## src/ks10_settings.svh

```systemverilog
`ifndef KS10_SETTINGS_SVH
`define KS10_SETTINGS_SVH

//////////////////////////////////////////////////
// Data path geometry
//////////////////////////////////////////////////

// Full data path word, bits numbered 0 to 35
`define KS10_DP_WIDTH 36

// Virtual address field, dp bits 18 to 35
`define KS10_ADDR_WIDTH 18

// One AC block number
`define KS10_BLOCK_WIDTH 3

//////////////////////////////////////////////////
// Request buffering
//////////////////////////////////////////////////

// Request queue entries, power of two only
`define KS10_QUEUE_DEPTH 4

`endif

```

## src/logic/ks10_pkg.sv

```systemverilog
`include "ks10_settings.svh"

package ks10_pkg;

   // Microword spec-select field
   // PXCT load and PXCT off share one code, split by specEn10 / specEn20
   typedef enum logic [3:0]
   {
      SPEC_NONE      = 4'd0,
      SPEC_PXCT      = 4'd4,
      SPEC_LOADACBLK = 4'd6
   } specSel_t;

   // Memory operation type from the microword PXCT select
   typedef enum logic [2:0]
   {
      CURRENT    = 3'd0,
      E1         = 3'd1,
      E1D1       = 3'd2,
      D1         = 3'd3,
      BIS_SRC_EA = 3'd4,
      E2         = 3'd5,
      BIS_DST_EA = 3'd6,
      D2         = 3'd7
   } pxctSel_t;

   // One bus request, 21 bits
   typedef struct packed
   {
      logic                          isAc;
      logic                          prev;
      logic                          write;
      logic [0:`KS10_ADDR_WIDTH-1]   addr;
   } memReq_t;

endpackage

```

## src/logic/pxctContext.sv

```systemverilog
`timescale 1ns/100ps
`include "ks10_settings.svh"

module pxctContext
   import ks10_pkg::*;
(
   input  logic                          clk,
   input  logic                          rst,
   input  logic                          clken,
   input  logic                          specEn10,
   input  logic                          specEn20,
   input  logic                          specEn40,
   input  specSel_t                      specSel,
   input  pxctSel_t                      memPxctSel,
   input  logic [0:`KS10_DP_WIDTH-1]     dp,
   output logic                          prevEn,
   output logic [0:`KS10_BLOCK_WIDTH-1]  curBlock,
   output logic [0:`KS10_BLOCK_WIDTH-1]  prevBlock
);

   //////////////////////////////////////////////////
   // Spec strobe decode
   //////////////////////////////////////////////////

   logic loadAcBlk;
   logic loadPxct;

   // AC block load on the 40 enable
   assign loadAcBlk = clken & specEn40 & (specSel == SPEC_LOADACBLK);
   // PXCT load on the 10 enable, off qualifier rides on the 20 enable
   assign loadPxct  = clken & specEn10 & (specSel == SPEC_PXCT);

   //////////////////////////////////////////////////
   // AC block register
   //////////////////////////////////////////////////

   // Current block from dp 6..8, previous block from dp 9..11
   always_ff @(posedge clk or posedge rst)
   begin
      if (rst)
      begin
         curBlock  <= '0;
         prevBlock <= '0;
      end
      else if (loadAcBlk)
      begin
         curBlock  <= dp[6:8];
         prevBlock <= dp[9:11];
      end
   end

   //////////////////////////////////////////////////
   // PXCT register
   //////////////////////////////////////////////////

   // AC field of the XCT, bit 9 E1, 10 D1, 11 E2, 12 D2
   logic [9:12] pxct;
   logic        pxctEn;

   always_ff @(posedge clk or posedge rst)
   begin
      if (rst)
      begin
         pxct   <= '0;
         pxctEn <= 1'b0;
      end
      else if (loadPxct)
      begin
         pxct   <= dp[9:12];
         // Load and off in the same cycle leaves context disabled
         pxctEn <= ~specEn20;
      end
   end

   //////////////////////////////////////////////////
   // prevEn decode
   //////////////////////////////////////////////////

   // Memory op type picks which AC field bit applies
   always_comb
   begin
      prevEn = 1'b0;
      if (pxctEn)
      begin
         case (memPxctSel)
            CURRENT:    prevEn = 1'b0;
            E1:         prevEn = pxct[9];
            E1D1:       prevEn = pxct[10] & pxct[9];
            D1:         prevEn = pxct[10];
            // Byte instruction source, only with E1 also set
            BIS_SRC_EA: prevEn = pxct[11] & pxct[9];
            E2:         prevEn = pxct[11];
            // Byte instruction destination
            BIS_DST_EA: prevEn = pxct[12] & pxct[9];
            D2:         prevEn = pxct[12];
            default:    prevEn = 1'b0;
         endcase
      end
   end

endmodule

```

## src/logic/memRequestForm.sv

```systemverilog
`timescale 1ns/100ps
`include "ks10_settings.svh"

module memRequestForm
   import ks10_pkg::*;
(
   input  logic                          clk,
   input  logic                          rst,
   input  logic                          clken,
   input  logic                          memCycle,
   input  logic                          memWrite,
   input  logic [0:`KS10_DP_WIDTH-1]     dp,
   input  logic                          prevEn,
   input  logic [0:`KS10_BLOCK_WIDTH-1]  curBlock,
   input  logic [0:`KS10_BLOCK_WIDTH-1]  prevBlock,
   input  logic                          full,
   output logic                          push,
   output memReq_t                       pushData,
   output logic                          overflow
);

   // Zero fill above block and AC number in a fast memory address
   localparam int FILL_WIDTH = `KS10_ADDR_WIDTH - `KS10_BLOCK_WIDTH - 4;

   logic [0:`KS10_ADDR_WIDTH-1]   vAddr;
   logic [0:`KS10_ADDR_WIDTH-1]   acAddr;
   logic [0:`KS10_BLOCK_WIDTH-1]  selBlock;
   logic                          acRef;
   logic                          cycle;

   //////////////////////////////////////////////////
   // AC reference mapping
   //////////////////////////////////////////////////

   // Virtual address from the right half of dp
   assign vAddr = dp[18:35];

   // Addresses 0..17 octal hit the ACs
   assign acRef = (vAddr[0:`KS10_ADDR_WIDTH-5] == '0);

   // Previous context uses the previous AC block
   assign selBlock = prevEn ? prevBlock : curBlock;

   // Block times 16 plus AC number
   assign acAddr = {{FILL_WIDTH{1'b0}}, selBlock, vAddr[`KS10_ADDR_WIDTH-4:`KS10_ADDR_WIDTH-1]};

   // Request word
   always_comb
   begin
      pushData.isAc  = acRef;
      pushData.prev  = prevEn;
      pushData.write = memWrite;
      pushData.addr  = acRef ? acAddr : vAddr;
   end

   //////////////////////////////////////////////////
   // Push and overflow
   //////////////////////////////////////////////////

   assign cycle = clken & memCycle;

   // No push into a full queue, the request is lost
   assign push = cycle & ~full;

   // Sticky until reset
   always_ff @(posedge clk or posedge rst)
   begin
      if (rst)
         overflow <= 1'b0;
      else if (cycle & full)
         overflow <= 1'b1;
   end

endmodule

```

## src/logic/reqQueue.sv

```systemverilog
`timescale 1ns/100ps
`include "ks10_settings.svh"

module reqQueue
#(
   parameter type payload_t = logic [7:0]
)
(
   input  logic      clk,
   input  logic      rst,
   input  logic      push,
   input  payload_t  pushData,
   input  logic      pop,
   output payload_t  head,
   output logic      notEmpty,
   output logic      full
);

   localparam int DEPTH     = `KS10_QUEUE_DEPTH;
   localparam int PTR_WIDTH = $clog2(DEPTH);

   //////////////////////////////////////////////////
   // Storage and pointers
   //////////////////////////////////////////////////

   payload_t               mem [0:DEPTH-1];
   logic [PTR_WIDTH-1:0]   wrPtr;
   logic [PTR_WIDTH-1:0]   rdPtr;
   // One extra bit to tell full from empty
   logic [PTR_WIDTH:0]     count;
   logic                   doPush;
   logic                   doPop;

   // Status from the count alone
   assign notEmpty = (count != '0);
   assign full     = (count == DEPTH[PTR_WIDTH:0]);

   // Qualified strobes, full check ignores a same cycle pop
   assign doPush = push & ~full;
   assign doPop  = pop & notEmpty;

   // Head entry straight from storage
   assign head = mem[rdPtr];

   // Payload write
   always_ff @(posedge clk)
   begin
      if (doPush)
         mem[wrPtr] <= pushData;
   end

   //////////////////////////////////////////////////
   // Pointer and count update
   //////////////////////////////////////////////////

   always_ff @(posedge clk or posedge rst)
   begin
      if (rst)
      begin
         wrPtr <= '0;
         rdPtr <= '0;
         count <= '0;
      end
      else
      begin
         // Pointers wrap on power of two depth
         if (doPush)
            wrPtr <= wrPtr + 1'b1;
         if (doPop)
            rdPtr <= rdPtr + 1'b1;
         // Simultaneous push and pop leaves count alone
         if (doPush & ~doPop)
            count <= count + 1'b1;
         else if (doPop & ~doPush)
            count <= count - 1'b1;
      end
   end

endmodule

```

## src/logic/pxctMemPath.sv

```systemverilog
`timescale 1ns/100ps
`include "ks10_settings.svh"

module pxctMemPath
   import ks10_pkg::*;
(
   input  logic                          clk,
   input  logic                          rst,
   input  logic                          clken,
   input  logic                          specEn10,
   input  logic                          specEn20,
   input  logic                          specEn40,
   input  specSel_t                      specSel,
   input  pxctSel_t                      memPxctSel,
   input  logic                          memCycle,
   input  logic                          memWrite,
   input  logic [0:`KS10_DP_WIDTH-1]     dp,
   input  logic                          busReady,
   output logic                          prevEn,
   output logic [0:`KS10_BLOCK_WIDTH-1]  curBlock,
   output logic [0:`KS10_BLOCK_WIDTH-1]  prevBlock,
   output logic                          busValid,
   output logic                          busIsAc,
   output logic                          busPrev,
   output logic                          busWrite,
   output logic [0:`KS10_ADDR_WIDTH-1]   busAddr,
   output logic                          overflow
);

   logic     push;
   logic     full;
   logic     pop;
   memReq_t  pushData;
   memReq_t  head;

   // Context state and prevEn
   pxctContext pxctContext_inst (
      .clk        (clk),
      .rst        (rst),
      .clken      (clken),
      .specEn10   (specEn10),
      .specEn20   (specEn20),
      .specEn40   (specEn40),
      .specSel    (specSel),
      .memPxctSel (memPxctSel),
      .dp         (dp),
      .prevEn     (prevEn),
      .curBlock   (curBlock),
      .prevBlock  (prevBlock)
   );

   // Memory cycle to request
   memRequestForm memRequestForm_inst (
      .clk       (clk),
      .rst       (rst),
      .clken     (clken),
      .memCycle  (memCycle),
      .memWrite  (memWrite),
      .dp        (dp),
      .prevEn    (prevEn),
      .curBlock  (curBlock),
      .prevBlock (prevBlock),
      .full      (full),
      .push      (push),
      .pushData  (pushData),
      .overflow  (overflow)
   );

   //////////////////////////////////////////////////
   // Bus side
   //////////////////////////////////////////////////

   // Bus takes the head on valid and ready
   assign pop = busValid & busReady;

   reqQueue #(.payload_t(memReq_t)) reqQueue_inst (
      .clk      (clk),
      .rst      (rst),
      .push     (push),
      .pushData (pushData),
      .pop      (pop),
      .head     (head),
      .notEmpty (busValid),
      .full     (full)
   );

   // Head fields onto the bus ports
   assign busIsAc  = head.isAc;
   assign busPrev  = head.prev;
   assign busWrite = head.write;
   assign busAddr  = head.addr;

endmodule

```

## config.mk

```make
export PLATFORM = sky130hd
export DESIGN_NAME = pxctMemPath
export DESIGN_NICKNAME = d
export VERILOG_FILES = /design/src/logic/ks10_pkg.sv /design/src/logic/pxctContext.sv /design/src/logic/memRequestForm.sv /design/src/logic/reqQueue.sv /design/src/logic/pxctMemPath.sv
export VERILOG_INCLUDE_DIRS = /design/src
export SDC_FILE = /design/constraint.sdc
export NUM_CORES = 1
export LEC_CHECK = 0
export BUFFER_PORTS_ARGS = -buffer_cell sky130_fd_sc_hd__buf_2
export CAP_MARGIN = 10
export CELL_PAD_IN_SITES_DETAIL_PLACEMENT = 1
export CELL_PAD_IN_SITES_GLOBAL_PLACEMENT = 2
export CORE_ASPECT_RATIO = 0.5
export CORE_MARGIN = 4
export CORE_UTILIZATION = 40
export DETAILED_ROUTE_END_ITERATION = 16
export PLACE_DENSITY_LB_ADDON = 0.1
export SLEW_MARGIN = 10
export SYNTH_ARGS = -nofsm -noshare
export SYNTH_HDL_FRONTEND = slang
export SYNTH_HIERARCHICAL = 1
export SYNTH_SLANG_ARGS = --single-unit
```

## constraint.sdc

```tcl
create_clock -name clk -period 2.55 [get_ports clk]
set_input_delay 0.3825 -clock clk [delete_from_list [all_inputs] [get_ports clk]]
set_output_delay 0.3825 -clock clk [all_outputs]
set_load 0.02 [all_outputs]
```

==> metrics, run 1 <==
# Max-Cap Violations 0; Rel. slew slack 68.2%; gr ovfl total 0; peak supply drop 444 uV; GP Congestion 0.736; Clock Skews 0.00692 ns; sequential fraction of the synthesis area 70.9%; setup TNS 0 ns; Core ar. 0.0102 sq mm; boundary pin count 82; Clock transition at path regs 0.07 ns; FF-to-FF End reqQueue_inst/count[2]; GRT Resource Usage Total 14.1%; synthesized cell area 0.00423 sq mm; RSZ-0062 raised after global routing false; commonest non-fill, non-tap cell in the layout edfxtp_1; Pwr per Cell Area 1060 mW/mm^2; clock sinks 103; Worst Setup SP reqQueue_inst/count[0]; Layout area overhead 17.7%; Syn Nets 272; CP max stage cell dfrtp_1; Clk Latency, worst-skew pair 0.34 ns; Ys Warns 6; r2r setup slk 0.21 ns; clk buf depth 2; critical setup path kind flip-flop to flip-flop; FP Rows 26; Critical Path Most Common Cell xor2_1; CP max stage delay 0.46 ns; dpl cells 405; ANT cells 0; initial antenna violation count 2; Final Power 5.25 mW; Die Wd 153 um; Leak 1.88 nW; CP max FO 4; met2 Usage GRT 22.1%; Critical Path Start Type flip-flop; CTS tree yes; first-pass iteration count of the detailed router 4; Global Route met1 Usage 18.6%; syn_area_per_cell 19.8 sq um; initial core utilization 41.3%; routed wire length 8.00 mm; crit path time final 2.34 ns; Non-Filler Instances 422; post-placement cell area 0.00466 sq mm; highest clock rate 0.427 GHz; Final Cycle Share 91.8%; Critical R2R Launch reqQueue_inst/count[0]; outcome finished clean; largest net degree at the start of global routing 22; vias per cell 4.86; Data arrival, critical path 2.61 ns; DRC 0; worst r2r path cells 9; number of global-route vias before repair 2337; CP Capture Point reqQueue_inst/count[2]; port bufs 70; worst hold-check path type input port to flip-flop; via count 2051; die height 80.7 um; final setup violation count 0; layout cells sized above 1 47.9%; 1st-iter DRT viols 102; Final Max Tran Viols 0; hpwl dp 5.33 mm; Most Crowded Layer GR met2; Critical Path, Cell by Cell or3_4 > and2_1 > nand2_1 > ha_1 > inv_1 > fa_1 > xor2_1 > nor2_1 > xor2_1; die area 0.0124 sq mm; Detail Route Antenna Nets 0; Total Nets Final 335; Synth Instances 214; WL/cell 19.0 um; global-route wire length before repair 13.0 mm; CP Capture Type flip-flop; library cells used by synthesis 33; Data required, critical path 2.82 ns; number of filler cells placed in the layout 973; final hold viol count 0; most frequent cells in the layout 84 x edfxtp_1, 70 x buf_2, 22 x mux4_2; Worst-Margin Slew 0.476 ns; Yosys reg bits 103; design area 0.00498 sq mm; H-tree levels 3; post_cts resized 0; CTS buffer count 9; clk root buf clkbuf_16; met3 Resource Use GR 4.90%
==> cells in the mapped netlist (all sizes together) <==
| cell type | n | area, sq um |
|---|---|---|
| edfxtp | 84 | 2520 |
| mux4 | 22 | 495 |
| dfrtp | 19 | 475 |
| buf | 16 | 129 |
| mux2 | 12 | 161 |
| clkbuf | 9 | 33.8 |
| inv | 8 | 30.0 |
| and2 | 5 | 36.3 |
| ha | 5 | 62.6 |
| mux2i | 4 | 40.0 |
| xnor2 | 4 | 35.0 |
| nor2 | 3 | 11.3 |
| nor4 | 3 | 18.8 |
| o21bai | 3 | 22.5 |
| and3 | 2 | 17.5 |
| nand2 | 2 | 7.51 |
| xor2 | 2 | 17.5 |
| a31o | 1 | 8.76 |
| and4bb | 1 | 12.5 |
| fa | 1 | 20.0 |
| nand2b | 1 | 6.26 |
| nand3 | 1 | 5.00 |
| nand3b | 1 | 11.3 |
| nand4 | 1 | 6.26 |
| nor2b | 1 | 8.76 |
| nor3b | 1 | 18.8 |
| o21ai | 1 | 5.00 |
| or3 | 1 | 11.3 |
==> registers in the layout (all words and copies together), names as in the netlist <==
register and cells:
memRequestForm_inst/overflow 1, pxctContext_inst/pxct 4, reqQueue_inst/count 3, pxctContext_inst/curBlock 3
reqQueue_inst/wrPtr 2, reqQueue_inst/rdPtr 2, reqQueue_inst/mem 84, pxctContext_inst/prevBlock 3
pxctContext_inst/pxctEn 1
==> repair_timing <==
action                                  4_1_cts  5_1_grt
endpoints found under the hold margin         1        0
buffers inserted                              0        0
hold buffers                                  1        0
endpoints found under the setup margin        0        0
==> how the worst min path moves through the flow <==
stage	start	cells past startpoint	endpoint
floorplan	rst	1	memRequestForm_inst/overflow
global placement	rst	2	memRequestForm_inst/overflow
detailed placement	rst	2	memRequestForm_inst/overflow
CTS	specEn20	2	pxctContext_inst/pxctEn
global route	specEn20	2	pxctContext_inst/pxctEn
finish	specEn20	2	pxctContext_inst/pxctEn
==> logic make-up (layout without fill, tap and decap cells) <==
kind of cell / Yosys count / after routing / synth area share (%)
fa+ha+maj: 6 / 6 / 1.95
compound gates: 5 / 5 / 0.858
buf+inv: 33 / 101 / 4.55
mux: 38 / 38 / 16.5
flops: 103 / 103 / 70.9
xor+xnor: 6 / 6 / 1.24
simple gates: 23 / 23 / 4.05
==> where the power goes <==
group | internal [mW] | switching [mW] | leakage [nW]
combinational | 0.751 | 0.892 | 0.738
sequential | 2.08 | 0.132 | 0.994
clock | 0.781 | 0.620 | 0.147
==> stage by stage <==
stage | setup WS, ns | util [%] | hold slack (ns)
CTS | 0.189 | 48.6 | 0.193
global route | 0.0678 | 48.6 | 0.218
detailed placement | 0.217 | 45.5 | 0.246
finish | 0.209 | 48.6 | 0.205
global placement | 0.320 | 45.5 | 0.243
floorplan | 0.347 | - | 0.111
==> layer usage <==
layer  part of all wire [%]  vias up
met1                     45     1029
met5                   0.36        -
met3                    6.6       14
li1                       -      942
met2                     47       62
met4                    1.3        4
==> area by class of cell <==
| class | count | area (sq um) | share of cell area (%) |
|---|---|---|---|
| Clock buffer | 10 | 229 | 4.60 |
| Timing Repair Buffer | 77 | 430 | 8.64 |
| Tap cell | 140 | 175 | 3.52 |
| Clock inverter | 6 | 77.6 | 1.56 |
| Multi-Input combinational cell | 78 | 1040 | 20.9 |
| Inverter | 8 | 30.0 | 0.603 |
| Sequential cell | 103 | 3000 | 60.2 |
==> worst max-delay path, delay by kind of cell, from the launching register on <==
| kind | cells | cell delay (ns) |
|---|---|---|
| XOR/XNOR | 2 | 0.31 |
| adder cells (fa/ha/maj) | 2 | 0.59 |
| buffers and inverters | 1 | 0.07 |
| flip-flops | 1 | 0.46 |
| AND/OR/NAND/NOR | 4 | 0.84 |
Note: power is estimated with default switching activity, not from simulation.
==> run 2: changes to the inputs <==
--- a/config.mk
+++ b/config.mk
@@ -6,13 +6,14 @@
 export SDC_FILE = /design/constraint.sdc
 export NUM_CORES = 1
 export LEC_CHECK = 0
+export ABC_AREA = 1
 export BUFFER_PORTS_ARGS = -buffer_cell sky130_fd_sc_hd__buf_2
 export CAP_MARGIN = 10
 export CELL_PAD_IN_SITES_DETAIL_PLACEMENT = 1
 export CELL_PAD_IN_SITES_GLOBAL_PLACEMENT = 2
 export CORE_ASPECT_RATIO = 0.5
 export CORE_MARGIN = 4
-export CORE_UTILIZATION = 40
+export CORE_UTILIZATION = 36
 export DETAILED_ROUTE_END_ITERATION = 16
 export PLACE_DENSITY_LB_ADDON = 0.1
 export SLEW_MARGIN = 10
==> metrics, run 2 <==
Clock Skews 0.00744 ns; largest net degree at the start of global routing 83; Data required, critical path 2.17 ns; critical setup path kind flip-flop to primary output; design area 0.00551 sq mm; dpl cells 655; library cells used by synthesis 27; Core ar. 0.0128 sq mm; most frequent cells in the layout 123 x nand2_1, 84 x edfxtp_1, 71 x inv_1; most frequent cell after synthesis nand2_1; Final Max Tran Viols 0; initial core utilization 37.3%; Data arrival, critical path 1.78 ns; layout cells sized above 1 26.7%; CP max stage cell dfrtp_1; Largest Register reqQueue_inst/mem; outcome finished clean; via count 3071; Synth Instances 438; Critical Path Start Type flip-flop; clk buf depth 2; CP max FO 82; vias per cell 4.57; Critical Path Most Common Cell nand2_1; 1st-iter DRT viols 129; Layout area overhead 15.5%; Clock transition at path regs 0.07 ns; worst hold-check path type input port to flip-flop; CP Capture Type primary output; # Max-Cap Violations 0; setup TNS 0 ns; Post-CTS Setup Repair Bufs 0; initial antenna violation count 1; die height 89.4 um; Post-synth top cells 123 x nand2_1, 84 x edfxtp_1, 71 x inv_1; most frequently used flop master after synthesis edfxtp_1; post-placement cell area 0.00522 sq mm; FP Rows 29; max reg flops 84; peak supply drop 407 uV; commonest non-fill, non-tap cell in the layout nand2_1; crit path time final 2.16 ns; number of global-route vias before repair 3137; FFs w/ async S/R, synth 18.4%; Pwr per Cell Area 1010 mW/mm^2; Die Wd 171 um; GP Congestion 0.685; share of the synthesized area in the top cell type 52.9%; DRC 0; post_cts resized 0; cell taking the most area after synthesis edfxtp_1; Final Cycle Share 84.9%; EDFF count, synth 84; final hold viol count 0; GRT Resource Usage Total 14.2%; synthesized cell area 0.00477 sq mm; first-pass iteration count of the detailed router 4; biggest regs reqQueue_inst/mem (84), pxctContext_inst/pxct (4); Total Nets Final 555; global-route wire length before repair 16.4 mm; gr ovfl total 0; ANT cells 0; highest clock rate 0.462 GHz; Clk Latency, worst-skew pair 0.34 ns; largest cells by area after synthesis edfxtp_1 53%, dfrtp_1 10%, nand2_1 9.7%, inv_1 5.6%, o211ai_2 5.5%; final setup violation count 0; Leak 2.46 nW; port bufs 70; Detail Route Antenna Nets 0; clock sinks 103; CP max stage delay 0.41 ns; WL/cell 15.0 um; Rel. slew slack 58.1%; hpwl dp 6.71 mm; CTS buffer count 9; Yosys reg bits 103; routed wire length 10.1 mm; Worst-Margin Slew 0.627 ns; Non-Filler Instances 672; Critical Path, Cell by Cell inv_2 > buf_12 > nand2_1 > o211ai_1 > nand2_1 > buf_2; CTS tree yes; Ys Warns 6; Syn Nets 496; boundary pin count 82; sequential fraction of the synthesis area 62.8%; syn_area_per_cell 10.9 sq um; H-tree levels 3; die area 0.0153 sq mm; RSZ-0062 raised after global routing false; clk root buf clkbuf_16
[run 2: logic make-up after synthesis]
family | count (synthesis) | synth area share (%)
XOR/XNOR | 1 | 0.184
AO/OA/AOI/OAI | 48 | 9.57
AND/OR/NAND/NOR | 171 | 15.5
adder cells (fa/ha/maj) | 6 | 1.73
buffers and inverters | 109 | 10.2
flip-flops | 103 | 62.8
[run 2: cell type report]
type,instances,area [sq um]
Inverter,78,293
Timing Repair Buffer,79,433
Clock inverter,7,55.1
Clock buffer,9,225
Sequential cell,103,3000
Fill cell,1437,7300
Multi-Input combinational cell,226,1300
Tap cell,170,213
[run 2: path summary, 6_finish.rpt]
kind	start	endpoint	slack [ns]	depth (start not counted)
max in group asynchronous	rst	pxctContext_inst/pxct[12]	1.66	3
hold reg to reg	pxctContext_inst/pxct[10]	pxctContext_inst/pxct[10]	0.47	2
min in group asynchronous	rst	memRequestForm_inst/overflow	0.43	3
setup / recovery	reqQueue_inst/rdPtr[0]	busPrev	0.39	6
hold / removal	dp[33]	reqQueue_inst/mem[2][2]	0.26	1
setup reg to reg	reqQueue_inst/count[1]	reqQueue_inst/count[2]	0.48	13
[run 2: repair_timing]
item                       4_1_cts  5_1_grt
hold endpoints to repair         6        0
setup endpoints to repair        0        0
hold buffers                     1        0
[run 2: stage by stage]
stage | power (mW) | util [%] | hold WS (ns) | setup slack, ns
floorplan | 3.77 | - | 0.111 | 0.290
global placement | 4.35 | 40.8 | 0.243 | 0.525
detailed placement | 4.38 | 40.8 | 0.243 | 0.476
CTS | 5.68 | 43.0 | 0.244 | 0.381
global route | 6.01 | 43.0 | 0.247 | 0.203
finish | 5.57 | 43.0 | 0.258 | 0.386
[run 2: worst max-delay path: cells and delay by family, from the launching register on]
kind	cells	cell delay, ns
AO/OA/AOI/OAI	1	0.11
flip-flops	1	0.41
AND/OR/NAND/NOR	2	0.24
buffers and inverters	3	0.65
[run 2: metal layers]
metal | part of all wire (%) | routed length (um) | vias to the layer above | track usage, %
li1 | - | - | 1543 | -
met1 | 50 | 5080 | 1460 | 19.7
met2 | 43 | 4290 | 56 | 21.5
met3 | 6.2 | 627 | 10 | 4.86
met4 | 0.86 | 87 | 2 | 3.67
met5 | 0.069 | 7 | - | 0
[run 2: power by group]
group / internal (mW) / leakage [nW] / switching, mW
sequential: 2.06 / 1.01 / 0.111
combinational: 0.672 / 1.31 / 1.44
clock: 0.671 / 0.134 / 0.613
total: 3.41 / 2.46 / 2.16
